`config.mk`:
```
export PLATFORM = sky130hd
export DESIGN_NAME = videoCsr
export DESIGN_NICKNAME = d
export VERILOG_FILES = /design/src/common/videoCsrPkg.sv /design/src/videoCsr/csrWriteDecode.sv /design/src/videoCsr/displayTimingRegs.sv /design/src/videoCsr/videoCtrlRegs.sv /design/src/videoCsr/sceneCtrlRegs.sv /design/src/videoCsr/csrReadback.sv /design/src/verilog/videoCsr.sv
export VERILOG_INCLUDE_DIRS = /design/src /design/src/common
export SDC_FILE = /design/constraint.sdc
export NUM_CORES = 1
export LEC_CHECK = 0
export ABC_AREA = 1
export BUFFER_PORTS_ARGS = -buffer_cell sky130_fd_sc_hd__buf_2
export CAP_MARGIN = 25
export CORE_ASPECT_RATIO = 1.4
export CORE_UTILIZATION = 58
export CTS_CLUSTER_DIAMETER = 40
export CTS_CLUSTER_SIZE = 30
export DETAILED_ROUTE_END_ITERATION = 6
export PLACE_DENSITY = 0.95
export SYNTH_ARGS = -nofsm -noshare
export SYNTH_HDL_FRONTEND = slang
export SYNTH_SLANG_ARGS = --single-unit
```
`constraint.sdc`:
```
create_clock -name iSysClk -period 11.4 [get_ports iSysClk]
set_clock_uncertainty 0.05 [all_clocks]
set_input_delay 1.14 -clock iSysClk [delete_from_list [all_inputs] [get_ports iSysClk]]
set_output_delay 1.14 -clock iSysClk [all_outputs]
set_load 0.005 [all_outputs]
```
`src/common/videoCsr_cfg.svh`:
```
`ifndef VIDEO_CSR_CFG_SVH
`define VIDEO_CSR_CFG_SVH

// ------------------------------
// Bus and block address map
// ------------------------------
`define BUS_DATA_W	32
`define BUS_ADRS_W	24
`define CSR_ADRS_W	16	// Offset field, block field sits above
`define BLOCK_ADRS	8'h04

// ------------------------------
// Field widths
// ------------------------------
`define H_DISP_W	11
`define V_DISP_W	11
`define PORCH_H_W	7	// Also used for the H pulse
`define PORCH_V_W	5	// Also used for the V pulse
`define MEM_ADRS_W	19
`define COLOR_W		16

// ------------------------------
// Reset defaults, 480x272 panel
// ------------------------------
`define H_DISP_DEF	480
`define H_FRONT_DEF	8
`define H_BACK_DEF	43
`define H_PULSE_DEF	30
`define V_DISP_DEF	272
`define V_FRONT_DEF	12
`define V_BACK_DEF	4
`define V_PULSE_DEF	10

// Map in 16 pixel tiles
`define MAP_X_DEF	30
`define MAP_Y_DEF	17

`endif

```
`src/common/videoCsrPkg.sv`:
```
`include "videoCsr_cfg.svh"

package videoCsrPkg;

	// Bus write port, address also serves reads
	typedef struct packed {
		logic [`BUS_DATA_W-1:0]	data;
		logic [`BUS_ADRS_W-1:0]	adrs;
		logic					wrEn;
	} busWriteT;

	// Register offsets inside the block
	typedef enum logic [`CSR_ADRS_W-1:0] {
		RST			= 16'h0000,
		DISP		= 16'h0010,
		BACK		= 16'h0014,
		FRONT		= 16'h0018,
		PULSE		= 16'h001c,
		SYNCSTART	= 16'h0020,	// Read only from here to SYNCMAX
		SYNCEND		= 16'h0024,
		SYNCMAX		= 16'h0028,
		DMAEN		= 16'h0100,
		BLDUTY		= 16'h0104,
		FBADRS1		= 16'h0108,
		FBADRS2		= 16'h010c,
		FBLEN1		= 16'h0110,
		FBLEN2		= 16'h0114,
		MAPSIZE		= 16'h0200,
		SCNCOLOR	= 16'h0300,
		SCNTIMING	= 16'h0304,
		SCNCTRL		= 16'h0308,
		SCNALPHA	= 16'h030c	// Status, read only
	} csrOffsetE;

	// One write strobe per writable register
	typedef struct packed {
		logic rst;
		logic disp;
		logic back;
		logic front;
		logic pulse;
		logic dmaEn;
		logic blDuty;
		logic fbAdrs1;
		logic fbAdrs2;
		logic fbLen1;
		logic fbLen2;
		logic mapSize;
		logic scnColor;
		logic scnTiming;
		logic scnCtrl;
	} csrSelT;

	typedef struct packed {
		logic [`H_DISP_W-1:0]	hDisp;
		logic [`V_DISP_W-1:0]	vDisp;
		logic [`PORCH_H_W-1:0]	hFront;
		logic [`PORCH_H_W-1:0]	hBack;
		logic [`PORCH_H_W-1:0]	hPulse;
		logic [`PORCH_V_W-1:0]	vFront;
		logic [`PORCH_V_W-1:0]	vBack;
		logic [`PORCH_V_W-1:0]	vPulse;
	} displayTimingT;

	// One bit of headroom over the display width
	typedef struct packed {
		logic [`H_DISP_W:0]	hStart;
		logic [`H_DISP_W:0]	hEnd;
		logic [`H_DISP_W:0]	hMax;
		logic [`V_DISP_W:0]	vStart;
		logic [`V_DISP_W:0]	vEnd;
		logic [`V_DISP_W:0]	vMax;
	} syncPointsT;

	// Packed in register bit order, sys is bit 0
	typedef struct packed {
		logic disp;		// Active low
		logic video;
		logic sys;
	} videoRstT;

	typedef struct packed {
		logic					en;
		logic [`MEM_ADRS_W-1:0]	fbAdrs1;	// Write DMA start
		logic [`MEM_ADRS_W-1:0]	fbAdrs2;	// Read DMA start
		logic [`MEM_ADRS_W-1:0]	fbLen1;
		logic [`MEM_ADRS_W-1:0]	fbLen2;
	} dmaCfgT;

	typedef struct packed {
		logic [7:0] x;
		logic [7:0] y;
	} mapSizeT;

	typedef struct packed {
		logic [`COLOR_W-1:0]	color;
		logic [6:0]				frameTiming;	// Update rate in frames
		logic					rst;
		logic					subEn;
		logic					addEn;
	} sceneCfgT;

	typedef struct packed {
		logic alphaMax;
		logic alphaMin;
	} sceneStatusT;

endpackage

```
`src/videoCsr/csrWriteDecode.sv`:
```
`include "videoCsr_cfg.svh"

module csrWriteDecode (
	input	videoCsrPkg::busWriteT	busWrite,
	output	videoCsrPkg::csrSelT	csrSel,
	output	logic					blockHit
);
	import videoCsrPkg::*;

	localparam int BLOCK_W = `BUS_ADRS_W - `CSR_ADRS_W;

	logic [BLOCK_W-1:0]		blockField;
	logic [`CSR_ADRS_W-1:0]	offset;
	logic					wrHit;

	assign blockField	= busWrite.adrs[`BUS_ADRS_W-1:`CSR_ADRS_W];
	assign offset		= busWrite.adrs[`CSR_ADRS_W-1:0];
	assign blockHit		= (blockField == `BLOCK_ADRS);	// Reads use it too
	assign wrHit		= blockHit & busWrite.wrEn;

	always_comb
	begin
		csrSel.rst			= wrHit & (offset == RST);
		// Display timing
		csrSel.disp			= wrHit & (offset == DISP);
		csrSel.back			= wrHit & (offset == BACK);
		csrSel.front		= wrHit & (offset == FRONT);
		csrSel.pulse		= wrHit & (offset == PULSE);
		// DMA and panel
		csrSel.dmaEn		= wrHit & (offset == DMAEN);
		csrSel.blDuty		= wrHit & (offset == BLDUTY);
		csrSel.fbAdrs1		= wrHit & (offset == FBADRS1);
		csrSel.fbAdrs2		= wrHit & (offset == FBADRS2);
		csrSel.fbLen1		= wrHit & (offset == FBLEN1);
		csrSel.fbLen2		= wrHit & (offset == FBLEN2);
		csrSel.mapSize		= wrHit & (offset == MAPSIZE);
		// Scene change
		csrSel.scnColor		= wrHit & (offset == SCNCOLOR);
		csrSel.scnTiming	= wrHit & (offset == SCNTIMING);
		csrSel.scnCtrl		= wrHit & (offset == SCNCTRL);
	end

endmodule

```
`src/videoCsr/displayTimingRegs.sv`:
```
`include "videoCsr_cfg.svh"

module displayTimingRegs (
	input	logic						iSysClk,
	input	logic						rstN,
	input	videoCsrPkg::csrSelT		csrSel,
	input	logic [`BUS_DATA_W-1:0]		wrData,
	output	videoCsrPkg::displayTimingT	timing,
	output	videoCsrPkg::syncPointsT	syncPoints
);

	localparam int HALF_W	= `BUS_DATA_W / 2;	// V in upper half, H in lower
	localparam int HSYNC_W	= `H_DISP_W + 1;
	localparam int VSYNC_W	= `V_DISP_W + 1;

	// Sync points of the default panel
	localparam logic [HSYNC_W-1:0] H_START_DEF = HSYNC_W'(`H_DISP_DEF + `H_FRONT_DEF);
	localparam logic [HSYNC_W-1:0] H_END_DEF = HSYNC_W'(H_START_DEF + `H_PULSE_DEF - 1);
	localparam logic [HSYNC_W-1:0] H_MAX_DEF = HSYNC_W'(H_END_DEF + `H_BACK_DEF);
	localparam logic [VSYNC_W-1:0] V_START_DEF = VSYNC_W'(`V_DISP_DEF + `V_FRONT_DEF);
	localparam logic [VSYNC_W-1:0] V_END_DEF = VSYNC_W'(V_START_DEF + `V_PULSE_DEF - 1);
	localparam logic [VSYNC_W-1:0] V_MAX_DEF = VSYNC_W'(V_END_DEF + `V_BACK_DEF);

	logic [HSYNC_W-1:0] hStartNext, hEndNext, hMaxNext;
	logic [VSYNC_W-1:0] vStartNext, vEndNext, vMaxNext;

	// ------------------------------
	// Timing registers
	// ------------------------------
	always_ff @(posedge iSysClk)
	begin
		if (!rstN)
		begin
			timing.hDisp	<= `H_DISP_W'(`H_DISP_DEF);
			timing.vDisp	<= `V_DISP_W'(`V_DISP_DEF);
			timing.hFront	<= `PORCH_H_W'(`H_FRONT_DEF);
			timing.hBack	<= `PORCH_H_W'(`H_BACK_DEF);
			timing.hPulse	<= `PORCH_H_W'(`H_PULSE_DEF);
			timing.vFront	<= `PORCH_V_W'(`V_FRONT_DEF);
			timing.vBack	<= `PORCH_V_W'(`V_BACK_DEF);
			timing.vPulse	<= `PORCH_V_W'(`V_PULSE_DEF);
		end
		else
		begin
			if (csrSel.disp)
			begin
				timing.vDisp <= wrData[HALF_W +: `V_DISP_W];
				timing.hDisp <= wrData[0 +: `H_DISP_W];
			end
			if (csrSel.back)
			begin
				timing.vBack <= wrData[HALF_W +: `PORCH_V_W];
				timing.hBack <= wrData[0 +: `PORCH_H_W];
			end
			if (csrSel.front)
			begin
				timing.vFront <= wrData[HALF_W +: `PORCH_V_W];
				timing.hFront <= wrData[0 +: `PORCH_H_W];
			end
			if (csrSel.pulse)
			begin
				timing.vPulse <= wrData[HALF_W +: `PORCH_V_W];
				timing.hPulse <= wrData[0 +: `PORCH_H_W];
			end
		end
	end

	// Sync points, chained sums
	assign hStartNext	= HSYNC_W'(timing.hDisp) + HSYNC_W'(timing.hFront);
	assign hEndNext		= hStartNext + HSYNC_W'(timing.hPulse) - HSYNC_W'(1);
	assign hMaxNext		= hEndNext + HSYNC_W'(timing.hBack);
	assign vStartNext	= VSYNC_W'(timing.vDisp) + VSYNC_W'(timing.vFront);
	assign vEndNext		= vStartNext + VSYNC_W'(timing.vPulse) - VSYNC_W'(1);
	assign vMaxNext		= vEndNext + VSYNC_W'(timing.vBack);

	always_ff @(posedge iSysClk)
	begin
		if (!rstN)
			syncPoints <= {H_START_DEF, H_END_DEF, H_MAX_DEF, V_START_DEF, V_END_DEF, V_MAX_DEF};
		else
			syncPoints <= {hStartNext, hEndNext, hMaxNext, vStartNext, vEndNext, vMaxNext};
	end

	// Sync points trail the timing registers by one edge
	property pSyncOrder;
		@(posedge iSysClk) disable iff (!rstN)
		(timing.hPulse != '0 && timing.vPulse != '0) |=>
			(syncPoints.hMax >= syncPoints.hEnd && syncPoints.vMax >= syncPoints.vEnd);
	endproperty
	aSyncOrder: assert property (pSyncOrder)
		else $error("displayTimingRegs: sync max below sync end");

endmodule

```
`src/videoCsr/videoCtrlRegs.sv`:
```
`include "videoCsr_cfg.svh"

module videoCtrlRegs (
	input	logic					iSysClk,
	input	logic					rstN,
	input	videoCsrPkg::csrSelT	csrSel,
	input	logic [`BUS_DATA_W-1:0]	wrData,
	output	videoCsrPkg::videoRstT	videoRst,
	output	videoCsrPkg::dmaCfgT	dmaCfg,
	output	logic [7:0]				blDutyRatio,
	output	videoCsrPkg::mapSizeT	mapSize
);

	// One frame of the default panel
	localparam logic [`MEM_ADRS_W-1:0] FB_SIZE =
		`MEM_ADRS_W'(`H_DISP_DEF * `V_DISP_DEF);
	localparam logic [`MEM_ADRS_W-1:0] FB_SIZE2 =
		`MEM_ADRS_W'(2 * `H_DISP_DEF * `V_DISP_DEF);

	// ------------------------------
	// Reset bits
	// ------------------------------
	always_ff @(posedge iSysClk)
	begin
		if (!rstN)
			videoRst <= 3'b111;	// Display reset is active low, so it runs
		else if (csrSel.rst)
			videoRst <= wrData[2:0];
	end

	// ------------------------------
	// DMA and backlight
	// ------------------------------
	always_ff @(posedge iSysClk)
	begin
		if (!rstN)
		begin
			dmaCfg.en		<= 1'b0;
			dmaCfg.fbAdrs1	<= '0;
			dmaCfg.fbAdrs2	<= FB_SIZE;		// Second buffer right after the first
			dmaCfg.fbLen1	<= FB_SIZE;
			dmaCfg.fbLen2	<= FB_SIZE2;
			blDutyRatio		<= 8'h00;		// Backlight off
		end
		else
		begin
			if (csrSel.dmaEn)
				dmaCfg.en <= wrData[0];
			if (csrSel.fbAdrs1)
				dmaCfg.fbAdrs1 <= wrData[`MEM_ADRS_W-1:0];
			if (csrSel.fbAdrs2)
				dmaCfg.fbAdrs2 <= wrData[`MEM_ADRS_W-1:0];
			if (csrSel.fbLen1)
				dmaCfg.fbLen1 <= wrData[`MEM_ADRS_W-1:0];
			if (csrSel.fbLen2)
				dmaCfg.fbLen2 <= wrData[`MEM_ADRS_W-1:0];
			if (csrSel.blDuty)
				blDutyRatio <= wrData[7:0];
		end
	end

	// Map size in tiles, x over y
	always_ff @(posedge iSysClk)
	begin
		if (!rstN)
		begin
			mapSize.x <= 8'(`MAP_X_DEF);
			mapSize.y <= 8'(`MAP_Y_DEF);
		end
		else if (csrSel.mapSize)
			mapSize <= wrData[15:0];
	end

endmodule

```
`src/videoCsr/sceneCtrlRegs.sv`:
```
`include "videoCsr_cfg.svh"

module sceneCtrlRegs (
	input	logic						iSysClk,
	input	logic						rstN,
	input	videoCsrPkg::csrSelT		csrSel,
	input	logic [`BUS_DATA_W-1:0]		wrData,
	input	videoCsrPkg::sceneStatusT	sceneStatusIn,
	output	videoCsrPkg::sceneCfgT		sceneCfg,
	output	videoCsrPkg::sceneStatusT	sceneStatus
);

	// ------------------------------
	// Scene change control
	// ------------------------------
	always_ff @(posedge iSysClk)
	begin
		if (!rstN)
		begin
			sceneCfg.color			<= '0;
			sceneCfg.frameTiming	<= '0;
			sceneCfg.addEn			<= 1'b0;
			sceneCfg.subEn			<= 1'b0;
			sceneCfg.rst			<= 1'b1;	// Fader held in reset
		end
		else
		begin
			if (csrSel.scnColor)
				sceneCfg.color <= wrData[`COLOR_W-1:0];
			if (csrSel.scnTiming)
				sceneCfg.frameTiming <= wrData[6:0];
			if (csrSel.scnCtrl)
			begin
				sceneCfg.addEn	<= wrData[0];	// Fade in
				sceneCfg.subEn	<= wrData[1];	// Fade out
				sceneCfg.rst	<= wrData[2];
			end
		end
	end

	// Alpha limits from the fader, sampled every cycle
	always_ff @(posedge iSysClk)
	begin
		if (!rstN)
			sceneStatus <= '0;
		else
			sceneStatus <= sceneStatusIn;
	end

endmodule

```
`src/videoCsr/csrReadback.sv`:
```
`include "videoCsr_cfg.svh"

module csrReadback (
	input	logic						iSysClk,
	input	logic						rstN,
	input	logic [`BUS_ADRS_W-1:0]		rdAdrs,
	input	logic						blockHit,
	input	videoCsrPkg::displayTimingT	timing,
	input	videoCsrPkg::syncPointsT	syncPoints,
	input	videoCsrPkg::videoRstT		videoRst,
	input	videoCsrPkg::dmaCfgT		dmaCfg,
	input	logic [7:0]					blDutyRatio,
	input	videoCsrPkg::mapSizeT		mapSize,
	input	videoCsrPkg::sceneCfgT		sceneCfg,
	input	videoCsrPkg::sceneStatusT	sceneStatus,
	output	logic [`BUS_DATA_W-1:0]		rd,
	output	logic						rdValid
);
	import videoCsrPkg::*;

	localparam int DATA_W = `BUS_DATA_W;
	localparam int HALF_W = DATA_W / 2;

	logic [`CSR_ADRS_W-1:0]	offset;
	logic [DATA_W-1:0]		rdNext;

	// Same V/H split as the write side
	function automatic logic [DATA_W-1:0] packVH(
		input logic [HALF_W-1:0] v,
		input logic [HALF_W-1:0] h
	);
		return {v, h};
	endfunction

	assign offset = rdAdrs[`CSR_ADRS_W-1:0];

	// ------------------------------
	// Register image by offset
	// ------------------------------
	always_comb
	begin
		case (offset)
			RST:		rdNext = DATA_W'(videoRst);
			DISP:		rdNext = packVH(HALF_W'(timing.vDisp), HALF_W'(timing.hDisp));
			BACK:		rdNext = packVH(HALF_W'(timing.vBack), HALF_W'(timing.hBack));
			FRONT:		rdNext = packVH(HALF_W'(timing.vFront), HALF_W'(timing.hFront));
			PULSE:		rdNext = packVH(HALF_W'(timing.vPulse), HALF_W'(timing.hPulse));
			SYNCSTART:	rdNext = packVH(HALF_W'(syncPoints.vStart), HALF_W'(syncPoints.hStart));
			SYNCEND:	rdNext = packVH(HALF_W'(syncPoints.vEnd), HALF_W'(syncPoints.hEnd));
			SYNCMAX:	rdNext = packVH(HALF_W'(syncPoints.vMax), HALF_W'(syncPoints.hMax));
			DMAEN:		rdNext = DATA_W'(dmaCfg.en);
			BLDUTY:		rdNext = DATA_W'(blDutyRatio);
			FBADRS1:	rdNext = DATA_W'(dmaCfg.fbAdrs1);
			FBADRS2:	rdNext = DATA_W'(dmaCfg.fbAdrs2);
			FBLEN1:		rdNext = DATA_W'(dmaCfg.fbLen1);
			FBLEN2:		rdNext = DATA_W'(dmaCfg.fbLen2);
			MAPSIZE:	rdNext = DATA_W'(mapSize);
			SCNCOLOR:	rdNext = DATA_W'(sceneCfg.color);
			SCNTIMING:	rdNext = DATA_W'(sceneCfg.frameTiming);
			SCNCTRL:	rdNext = DATA_W'({sceneCfg.rst, sceneCfg.subEn, sceneCfg.addEn});
			SCNALPHA:	rdNext = DATA_W'(sceneStatus);
			default:	rdNext = '0;	// Unmapped offset
		endcase
	end

	// Data and valid line up one cycle after the address
	always_ff @(posedge iSysClk)
	begin
		if (!rstN)
		begin
			rd		<= '0;
			rdValid	<= 1'b0;
		end
		else
		begin
			rd		<= rdNext;
			rdValid	<= blockHit;
		end
	end

endmodule

```
`src/verilog/videoCsr.sv`:
```
`include "videoCsr_cfg.svh"

module videoCsr (
	input	logic						iSysClk,
	input	logic						rstN,
	input	videoCsrPkg::busWriteT		busWrite,
	input	videoCsrPkg::sceneStatusT	sceneStatusIn,
	output	logic [`BUS_DATA_W-1:0]		rd,
	output	logic						rdValid,
	output	videoCsrPkg::videoRstT		videoRst,
	output	videoCsrPkg::displayTimingT	timing,
	output	videoCsrPkg::syncPointsT	syncPoints,
	output	videoCsrPkg::dmaCfgT		dmaCfg,
	output	logic [7:0]					blDutyRatio,
	output	videoCsrPkg::mapSizeT		mapSize,
	output	videoCsrPkg::sceneCfgT		sceneCfg
);
	import videoCsrPkg::*;

	csrSelT			csrSel;
	logic			blockHit;
	sceneStatusT	sceneStatus;	// Registered alpha flags, read only

	// ------------------------------
	// Write decode
	// ------------------------------
	csrWriteDecode csrWriteDecode_i (
		.busWrite	(busWrite),
		.csrSel		(csrSel),
		.blockHit	(blockHit)
	);

	// ------------------------------
	// Register groups
	// ------------------------------
	displayTimingRegs displayTimingRegs_i (
		.iSysClk	(iSysClk),
		.rstN		(rstN),
		.csrSel		(csrSel),
		.wrData		(busWrite.data),
		.timing		(timing),
		.syncPoints	(syncPoints)
	);

	videoCtrlRegs videoCtrlRegs_i (
		.iSysClk		(iSysClk),
		.rstN			(rstN),
		.csrSel			(csrSel),
		.wrData			(busWrite.data),
		.videoRst		(videoRst),
		.dmaCfg			(dmaCfg),
		.blDutyRatio	(blDutyRatio),
		.mapSize		(mapSize)
	);

	sceneCtrlRegs sceneCtrlRegs_i (
		.iSysClk		(iSysClk),
		.rstN			(rstN),
		.csrSel			(csrSel),
		.wrData			(busWrite.data),
		.sceneStatusIn	(sceneStatusIn),
		.sceneCfg		(sceneCfg),
		.sceneStatus	(sceneStatus)
	);

	// Bus address doubles as the read address
	csrReadback csrReadback_i (
		.iSysClk		(iSysClk),
		.rstN			(rstN),
		.rdAdrs			(busWrite.adrs),
		.blockHit		(blockHit),
		.timing			(timing),
		.syncPoints		(syncPoints),
		.videoRst		(videoRst),
		.dmaCfg			(dmaCfg),
		.blDutyRatio	(blDutyRatio),
		.mapSize		(mapSize),
		.sceneCfg		(sceneCfg),
		.sceneStatus	(sceneStatus),
		.rd				(rd),
		.rdValid		(rdValid)
	);

endmodule

```
* Word level (Yosys, flattened, before mapping) *
Cells that the tools add are included.
W data, S select, Z words.

word-level totals
  bits in registers = 295
  latch bits = 0
  RAM bits = 0
  memory bits (read-only) = 0
  bits of input ports = 61
  output and inout port bits = 293
  memories kept = 0

cells by class
  add/subtract/negate cells = 8
  multipliers = 0
  divide/modulo/power cells = 0
  magnitude comparators = 0
  equal/unequal tests = 19
  shifts and indexed selects = 0
  mux-type cells = 1
  bitwise operators = 16
  reduce and logical (&&, ||, !) cells = 1

operator list
  operator                 number
  $pmux W28 S19            1
  $eq A16 B9 Y1 const B    6
  $eq A16 B10 Y1 const B   5
  $eq A16 B5 Y1 const B    4
  $eq A16 B6 Y1 const B    3
  $add A12 B5 Y12          2
  $add A12 B7 Y12          2
  $sub A12 B1 Y12 const B  2
  $and A1 B1 Y1            16
  $logic_not A16 Y1        1
  $add A11 B5 Y12          1
  $add A11 B7 Y12          1
  $eq A8 B3 Y1 const B     1

* Logic depth before layout (Yosys ltp) *
Gate-level depths: netlist (run 1).

  word-level depth = 4
  depth in mapped cells = 25

* By module *
From an unflattened synthesis (run 1), not the netlist that was laid out.

second synthesis, totals
  cell total of the unflattened synthesis = 2297
  area, all modules = 15157.0 µm²

by module, submodules not included
  module             times used  cells each  area an instance (µm²)
  displayTimingRegs  1           869         6498.7
  videoCtrlRegs      1           541         3854.9
  csrReadback        1           641         3318.2
  sceneCtrlRegs      1           159         1096.1
  csrWriteDecode     1           87          389.1

* Least setup slack after synthesis (run 1) *
OpenSTA, ideal clock, no wires.

  path kind = register to register
  start = reg displayTimingRegs_i.timing[29] (netlist name)
  end = reg displayTimingRegs_i.syncPoints[46] (netlist name)
  setup time = 0.113 ns
  arrival = 3.614 ns
  required time = 11.237 ns
  slack = 7.623 ns
  stages on the path, launching flop included = 24
  clock period less this slack = 3.777 ns
  cell sequence = dfxtp_1 > ha_1 > fa_1 > nand3_1 > nand2_1 > xnor2_1 > ha_1 > inv_1 > ha_1 > inv_1 > o21bai_1 > a31o_2 > xor2_1 > ha_1 > nand2_1 > o21ai_0 > and2_1 > nor2_1 > nor2_1 > nand2_1 > nor2_1 > nand2_1 > nand2_1 > nor2_1

between the ends
  word-level cells in the longest chain between the ends = 4

RTL lines
  element                              line                     source
  $add A11 B7 Y12                      displayTimingRegs.sv:69  assign hStartNext = HSYNC_W'(timing.hDisp) + HSYNC_W'(timing.hFront);
  $add A12 B7 Y12                      displayTimingRegs.sv:70  assign hEndNext = hStartNext + HSYNC_W'(timing.hPulse) - HSYNC_W'(1);
  $sub A12 B1 Y12                      displayTimingRegs.sv:70
  via displayTimingRegs_i.hEndNext[5]  displayTimingRegs.sv:24  logic [HSYNC_W-1:0] hStartNext, hEndNext, hMaxNext;
  $add A12 B7 Y12                      displayTimingRegs.sv:71  assign hMaxNext = hEndNext + HSYNC_W'(timing.hBack);

The timed path passes the listed nets, and every way through them passes these cells.
A chain may end at the register's enable or synchronous reset.

* Worst setup path in the final report (run 1) *
  start = reg displayTimingRegs_i.timing[49] (netlist name)
  end = reg displayTimingRegs_i.syncPoints[47] (netlist name)

between the ends
  word-level cells in the longest chain between the ends = 4

RTL lines
  element                              line
  $add A11 B7 Y12                      displayTimingRegs.sv:69
  $add A12 B7 Y12                      displayTimingRegs.sv:70
  $sub A12 B1 Y12                      displayTimingRegs.sv:70
  via displayTimingRegs_i.hEndNext[6]  displayTimingRegs.sv:24
  $add A12 B7 Y12                      displayTimingRegs.sv:71

The timed path passes the listed nets, and every way through them passes these cells.

==> results of run 1 <==
[routing by layer]
metal,GRT usage,part of all wire,up-vias
met1,0.472,0.34,6900
li1,-,-,6810
met4,0.303,0.082,0
met3,0.0866,0.12,289
met2,0.674,0.45,1236
met5,0,0,-
[worst min path at each step]
stage	startpoint	to	slack, ns	depth (start not counted)
after global placement	videoCtrlRegs_i.mapSize[5]	videoCtrlRegs_i.mapSize[5]	0.40	2
after CTS	videoCtrlRegs_i.mapSize[8]	videoCtrlRegs_i.mapSize[8]	0.42	2
final	videoCtrlRegs_i.mapSize[8]	videoCtrlRegs_i.mapSize[8]	0.43	2
after global routing	videoCtrlRegs_i.dmaCfg[31]	videoCtrlRegs_i.dmaCfg[31]	0.46	2
after floorplan	videoCtrlRegs_i.mapSize[1]	videoCtrlRegs_i.mapSize[1]	0.41	2
after detailed placement	videoCtrlRegs_i.mapSize[8]	videoCtrlRegs_i.mapSize[8]	0.41	2
[Yosys cell counts (2+ instances only)]
cell       number  share of area
a211oi_1       32          0.017
a21oi_1       190          0.069
a221oi_1       20          0.013
a22o_1         19          0.012
a22oi_1         4         0.0022
a31oi_1         6         0.0027
and2_1          2        0.00091
buf_2          30          0.011
buf_4          10         0.0054
buf_6           2         0.0016
clkbuf_1       37          0.010
clkinv_1        5         0.0014
dfxtp_1       291           0.42
fa_1            6         0.0087
ha_1           51          0.046
inv_1         241          0.066
inv_2          13         0.0035
nand2_1       306          0.083
nand2_2         3         0.0014
nand3_1        93          0.034
nand3b_1        4         0.0022
nand4_1        17         0.0077
nor2_1        165          0.045
nor2_2          7         0.0032
nor2_4         10         0.0082
nor3_1         13         0.0047
nor3_4          2         0.0024
nor4_1          4         0.0018
nor4_2          3         0.0027
o2111ai_1       2         0.0013
o211ai_1        9         0.0049
o21ai_0       192          0.070
o21ai_1         8         0.0029
o21bai_1        2         0.0011
o22ai_1        19         0.0086
or2_1           2        0.00091
or2_2           5         0.0023
xnor2_1         5         0.0032
xor2_1         14         0.0089
[sequential cells by signal, summed over array words and instances (netlist names)]
signal / flops
sceneCtrlRegs_i.sceneCfg: 26
displayTimingRegs_i.timing: 58
videoCtrlRegs_i.dmaCfg: 77
displayTimingRegs_i.syncPoints: 72
sceneCtrlRegs_i.sceneStatus: 2
videoCtrlRegs_i.blDutyRatio: 8
csrReadback_i.rdValid: 1
csrReadback_i.rd: 28
videoCtrlRegs_i.videoRst: 3
videoCtrlRegs_i.mapSize: 16
[final cells by class]
| class | count | area share |
|---|---|---|
| multi-input combinational | 1228 | 0.396 |
| sequential | 291 | 0.348 |
| tap | 306 | 0.0229 |
| clock buffer | 32 | 0.0472 |
| inverter | 260 | 0.0586 |
| timing repair buffer | 353 | 0.108 |
| antenna | 3 | 0.000449 |
| clock inverter | 24 | 0.0192 |
[where the power goes]
group | internal, mW | switching [mW] | total (mW)
logic | 0.0135 | 0.0434 | 0.0568
registers | 1.02 | 0.000106 | 1.02
clock network | 0.583 | 0.497 | 1.08
[kinds of logic (layout without fill, tap and decap cells)]
| kind of cell | Yosys count | in the layout | synth area share |
|---|---|---|---|
| simple gates | 641 | 641 | 0.204 |
| compound gates | 507 | 507 | 0.207 |
| buf+inv | 340 | 669 | 0.0992 |
| flops | 291 | 291 | 0.422 |
| fa+ha+maj | 57 | 57 | 0.0550 |
| xor+xnor | 19 | 19 | 0.0121 |
| other cells | 1 | 7 | 0.000272 |
[worst reg2reg max path, cell delays in order (launching register included)]
cell      delay, ns
dfxtp_1        0.44
ha_1           0.33
a21oi_1        0.21
nand2_1        0.15
xnor2_1        0.18
ha_1           0.29
inv_1          0.04
ha_1           0.32
inv_1          0.07
o21ai_0        0.41
a21oi_1        0.13
o21bai_1       0.18
xor2_1         0.12
ha_1           0.36
nand4_1        0.10
o221ai_1       0.37
nand2_1        0.19
nor2_1         0.15
nand2_1        0.08
nor2_1         0.15
nand2_1        0.06
nand2_1        0.05
nor2_1         0.04
[per-stage QoR]
stage	util	hold slack (ns)
finish	0.718	0.431
global route	0.718	0.461
CTS	0.718	0.422
detailed placement	0.670	0.413
global placement	0.670	0.403
floorplan	-	0.405
==> impl_metrics.py, run 1 <==
metrics = {
    "run_status": {
        "status": "completed",
    },
    "synth": {
        "synthDistinctLibCells": 51,
        "ys_seq_area_frac": 0.422,
        "synthCells": 1856,
        "synthFlopType": "dfxtp_1",
        "yosys_register_bits": 291,
        "synth-edff-count": 0,
        "avgSynthCellArea_um2": 7.43,
        "syn_area_mm2": 0.0138,
        "ys_warn_count": 0,
        "async_flop_share": 0,
    },
    "worst_setup_path": {
        "cp_max_fo": 5,
        "crit_end": "displayTimingRegs_i.syncPoints[47]",
        "slowest_stage": "dfxtp_1",
        "rr_startpoint": "displayTimingRegs_i.timing[49]",
        "r2r_cells": 22,
        "critical-path-top-delay-family": "adder cells",
        "crit_cells": 22,
        "cp-start-kind": "flip-flop",
        "path_cells": "ha_1 > a21oi_1 > nand2_1 > xnor2_1 > ha_1 > inv_1 > ha_1 > inv_1 > o21ai_0 > a21oi_1 > o21bai_1 > xor2_1 > ha_1 > nand4_1 > o221ai_1 > nand2_1 > nor2_1 > nand2_1 > nor2_1 > nand2_1 > nand2_1 > nor2_1",
        "crit_start": "displayTimingRegs_i.timing[49]",
        "max_stage_delay_ns": 0.44,
        "r2r-end": "displayTimingRegs_i.syncPoints[47]",
        "crit_path_frequent_cell": "nand2_1",
        "critical_path_buf_inv_count": 2,
        "criticalPathCategory": "flip-flop to flip-flop",
        "crit_arrival_ns": 4.99,
        "end_kind": "flip-flop",
        "r2r_slack_ns": 6.81,
        "crit_required_ns": 11.80,
    },
    "placement": {
        "place_ws_ns": 7.04,
        "hpwl_um": 37500,
        "globalplace.congestion": 0.986,
        "dpl_cell_area_mm2": 0.0156,
        "dp.cells": 2438,
        "place.port_buffers": 344,
    },
    "clock_network": {
        "cts_resized": 0,
        "clock_sinks": 291,
        "tritoncts": "done",
        "clockBufferDepth": 3,
        "clk_latency_ns": 0.56,
        "cts_buffers": 31,
        "h-tree-depth": 1,
        "clkTransAtPathRegs_ns": 0.08,
        "root_buffer": "clkbuf_16",
        "cts_hold_buf": 0,
        "cts_setup_buffers": 0,
    },
    "final_layout": {
        "multiInputGateArea_mm2": 0.00662,
        "area_growth_pct": 21.2,
        "drive_gt1_frac": 0.211,
        "regArea_mm2": 0.00583,
        "finalNetCount": 2283,
        "layout_common_cells": "buf_2 (343), nand2_1 (306), dfxtp_1 (291), inv_1 (240), o21ai_0 (192)",
        "fillers": 1797,
        "stdcell_area_mm2": 0.0167,
        "stdcell_count": 2497,
        "final_common_cell": "buf_2",
    },
    "timing": {
        "rsz0062_at_grt": "false",
        "hold_viol_final": 0,
        "max_freq_ghz": 0.218,
        "slew_headroom": 0.260,
        "drv_slew": 0,
        "fin_crit_ns": 4.59,
        "worst_slew_pin_slew_ns": 1.11,
        "setup_tns_ns": 0,
        "setup_slack_ns": 6.81,
        "fin_crit_sh": 0.403,
        "setup_viol_count_final": 0,
    },
    "pwr": {
        "peakVddDrop_v": 0.000133,
        "power_mw": 2.15,
        "cellLeakagePower_nw": 8.39,
        "power_density_mw_per_mm2": 129,
    },
    "grt": {
        "grt_max_degree": 110,
        "grt-ovfl-total": 0,
        "grt_pass1_wl_um": 77500,
        "grt_antenna_before_repair": 3,
        "track_usage": 0.410,
        "grt_pass1_vias": 14200,
    },
    "drt": {
        "routed_wl_um": 51800,
        "vias_per_cell": 6.10,
        "dr_total_vias": 15200,
        "drc": 0,
        "wl_per_cell_um": 20.8,
        "ant_nets": 0,
        "drtIter0Drc": 2002,
        "firstDrtPassIters": 6,
    },
    "die": {
        "start_util": 0.592,
        "pin_count": 354,
        "die_area_mm2": 0.0244,
        "die_w_um": 132,
        "core_mm2": 0.0233,
        "dieHeight_um": 184,
        "row_count": 66,
    },
    "job": {
        "max_cap_viol_count": 0,
    },
    "worst_hold_path": {
        "hp-class": "flip-flop to flip-flop",
    },
}
No activity file was read; power rests on OpenSTA's default activity.
==> run 2, diff against run 1 <==
- CORE_UTILIZATION: 58 -> 48
- PLACE_DENSITY: 0.95 -> 0.86
- clock period: 11.4 -> 4 ns (I/O delays scaled with it)
==> impl_metrics.py, run 2 (synthesized netlist as in run 1, its figures left out) <==
metrics = {
    "placement": {
        "dpl_cell_area_mm2": 0.0160,
        "dp.cells": 2540,
        "place_ws_ns": -0.134,
        "place.port_buffers": 344,
        "globalplace.congestion": 0.968,
        "hpwl_um": 39300,
    },
    "final_layout": {
        "fillers": 2480,
        "area_growth_pct": 26.6,
        "largest_reg_flops": 77,
        "drive_gt1_frac": 0.249,
        "layout_common_cells": "buf_2 (343), nand2_1 (302), dfxtp_1 (283), inv_1 (237), o21ai_0 (190)",
        "stdcell_area_mm2": 0.0175,
        "finalNetCount": 2328,
        "top_regs": "videoCtrlRegs_i.dmaCfg: 77 flops, displayTimingRegs_i.syncPoints: 72 flops, displayTimingRegs_i.timing: 58 flops",
        "final_common_cell": "buf_2",
        "stdcell_count": 2610,
        "top_register": "videoCtrlRegs_i.dmaCfg",
    },
    "timing": {
        "setup_slack_ns": 0.149,
        "hold_viol_final": 0,
        "whs_ns": 0.0205,
        "slew_headroom": 0.295,
        "fin_crit_ns": 3.85,
        "fin_crit_sh": 0.963,
        "worst_slew_pin_slew_ns": 1.05,
        "drv_slew": 0,
        "setup_viol_count_final": 0,
        "max_freq_ghz": 0.260,
    },
    "drt": {
        "routed_wl_um": 53700,
        "wl_per_cell_um": 20.6,
        "drc": 0,
        "vias_per_cell": 5.82,
        "drtIter0Drc": 1427,
        "firstDrtPassIters": 7,
        "ant_nets": 0,
        "dr_total_vias": 15200,
    },
    "clock_network": {
        "h-tree-depth": 1,
        "clk_latency_ns": 0.59,
        "clock_sinks": 291,
        "cts_buffers": 30,
        "tritoncts": "done",
        "clockBufferDepth": 3,
        "root_buffer": "clkbuf_16",
        "clkTransAtPathRegs_ns": 0.08,
    },
    "worst_hold_path": {
        "hp-class": "input pin to flip-flop",
    },
    "pwr": {
        "peakVddDrop_v": 0.000324,
        "power_density_mw_per_mm2": 355,
        "cellLeakagePower_nw": 8.63,
        "power_mw": 6.19,
    },
    "worst_setup_path": {
        "cp-start-kind": "flip-flop",
        "rr_startpoint": "displayTimingRegs_i.timing[31]",
        "end_kind": "flip-flop",
        "r2r_cells": 22,
        "r2r_slack_ns": 0.15,
        "criticalPathCategory": "flip-flop to flip-flop",
        "cp_max_fo": 6,
        "crit_arrival_ns": 4.29,
        "crit_required_ns": 4.44,
        "crit_start": "displayTimingRegs_i.timing[31]",
        "r2r-end": "displayTimingRegs_i.syncPoints[47]",
        "crit_end": "displayTimingRegs_i.syncPoints[47]",
    },
    "grt": {
        "grt-ovfl-total": 0,
        "grt_max_degree": 82,
        "track_usage": 0.347,
        "grt_pass1_wl_um": 79300,
        "grt_pass1_vias": 14200,
        "grt_antenna_before_repair": 2,
    },
    "die": {
        "start_util": 0.487,
        "die_area_mm2": 0.0294,
        "die_w_um": 145,
        "dieHeight_um": 203,
        "core_mm2": 0.0283,
        "pin_count": 354,
        "row_count": 73,
    },
    "run_status": {
        "status": "completed",
    },
    "job": {
        "max_cap_viol_count": 0,
    },
}
run 2: cell count changes in the layout (fill, tap and decap cells not counted), sizes merged:
cell         change
buf             +38
dlygate4sd3      +8
clkinv           -4
clkbuf           +2
bufinv           +1
diode            -1
run 2: through the flow:
stage               utilization  setup TNS [ns]
global placement          0.564         -0.0351
CTS                       0.606               0
detailed placement        0.564          -0.167
finish                    0.617               0
floorplan                     -               0
global route              0.617          -0.453
run 2: cell type report:
class                   count  area, um2  share of cell area
repair buffers            399       2190               0.125
inverters                 260        980              0.0561
well taps                 375        469              0.0269
clock buffers              34        807              0.0462
multi-input cells        1228       6880               0.394
flip-flops and latches    291       5840               0.334
clock inverters            21        299              0.0171
diodes                      2       5.00            0.000287
run 2: routing by layer:
| metal | vias up | track usage | share of wire |
|---|---|---|---|
| li1 | 6884 | - | - |
| met1 | 6998 | 0.410 | 0.36 |
| met2 | 1070 | 0.576 | 0.46 |
| met3 | 245 | 0.0625 | 0.11 |
| met4 | 0 | 0.235 | 0.069 |
| met5 | - | 0 | 0 |
run 2: worst min path at each step:
stage                                          end                  startpoint  cells after the start
global route            videoCtrlRegs_i.mapSize[9]                busWrite[34]                      3
CTS                     videoCtrlRegs_i.mapSize[9]                busWrite[34]                      3
finish              displayTimingRegs_i.timing[44]                busWrite[49]                      3
floorplan               videoCtrlRegs_i.mapSize[1]  videoCtrlRegs_i.mapSize[1]                      2
global placement        videoCtrlRegs_i.mapSize[8]  videoCtrlRegs_i.mapSize[8]                      2
detailed placement      videoCtrlRegs_i.mapSize[8]  videoCtrlRegs_i.mapSize[8]                      2
run 2: what timing repair did:
item	4_1_cts	5_1_grt
endpoints found under the hold margin	10	0
pin swaps	3	27
setup endpoints to repair	3	11
buffers inserted	0	5
resized for setup	6	58
hold buffers	8	0
run 2: critical path, stage by stage, from the launching register on:
cell      delay [ns]
dfxtp_1         0.38
ha_4            0.23
a21oi_2         0.15
nand2_2         0.10
buf_4           0.16
a31oi_2         0.15
xor2_1          0.24
ha_1            0.27
inv_1           0.06
ha_2            0.30
inv_1           0.07
o21bai_1        0.07
xor2_1          0.18
ha_1            0.36
nand4_1         0.13
o221ai_2        0.27
nand2_2         0.12
nor2_1          0.10
nand2_1         0.08
nor2_2          0.12
nand2_1         0.07
nand2_1         0.06
nor2_1          0.04
run 2: power by group:
| group | internal, mW | switching [mW] |
|---|---|---|
| sequential | 2.90 | 0.000372 |
| combinational | 0.0454 | 0.127 |
| clock | 1.73 | 1.39 |
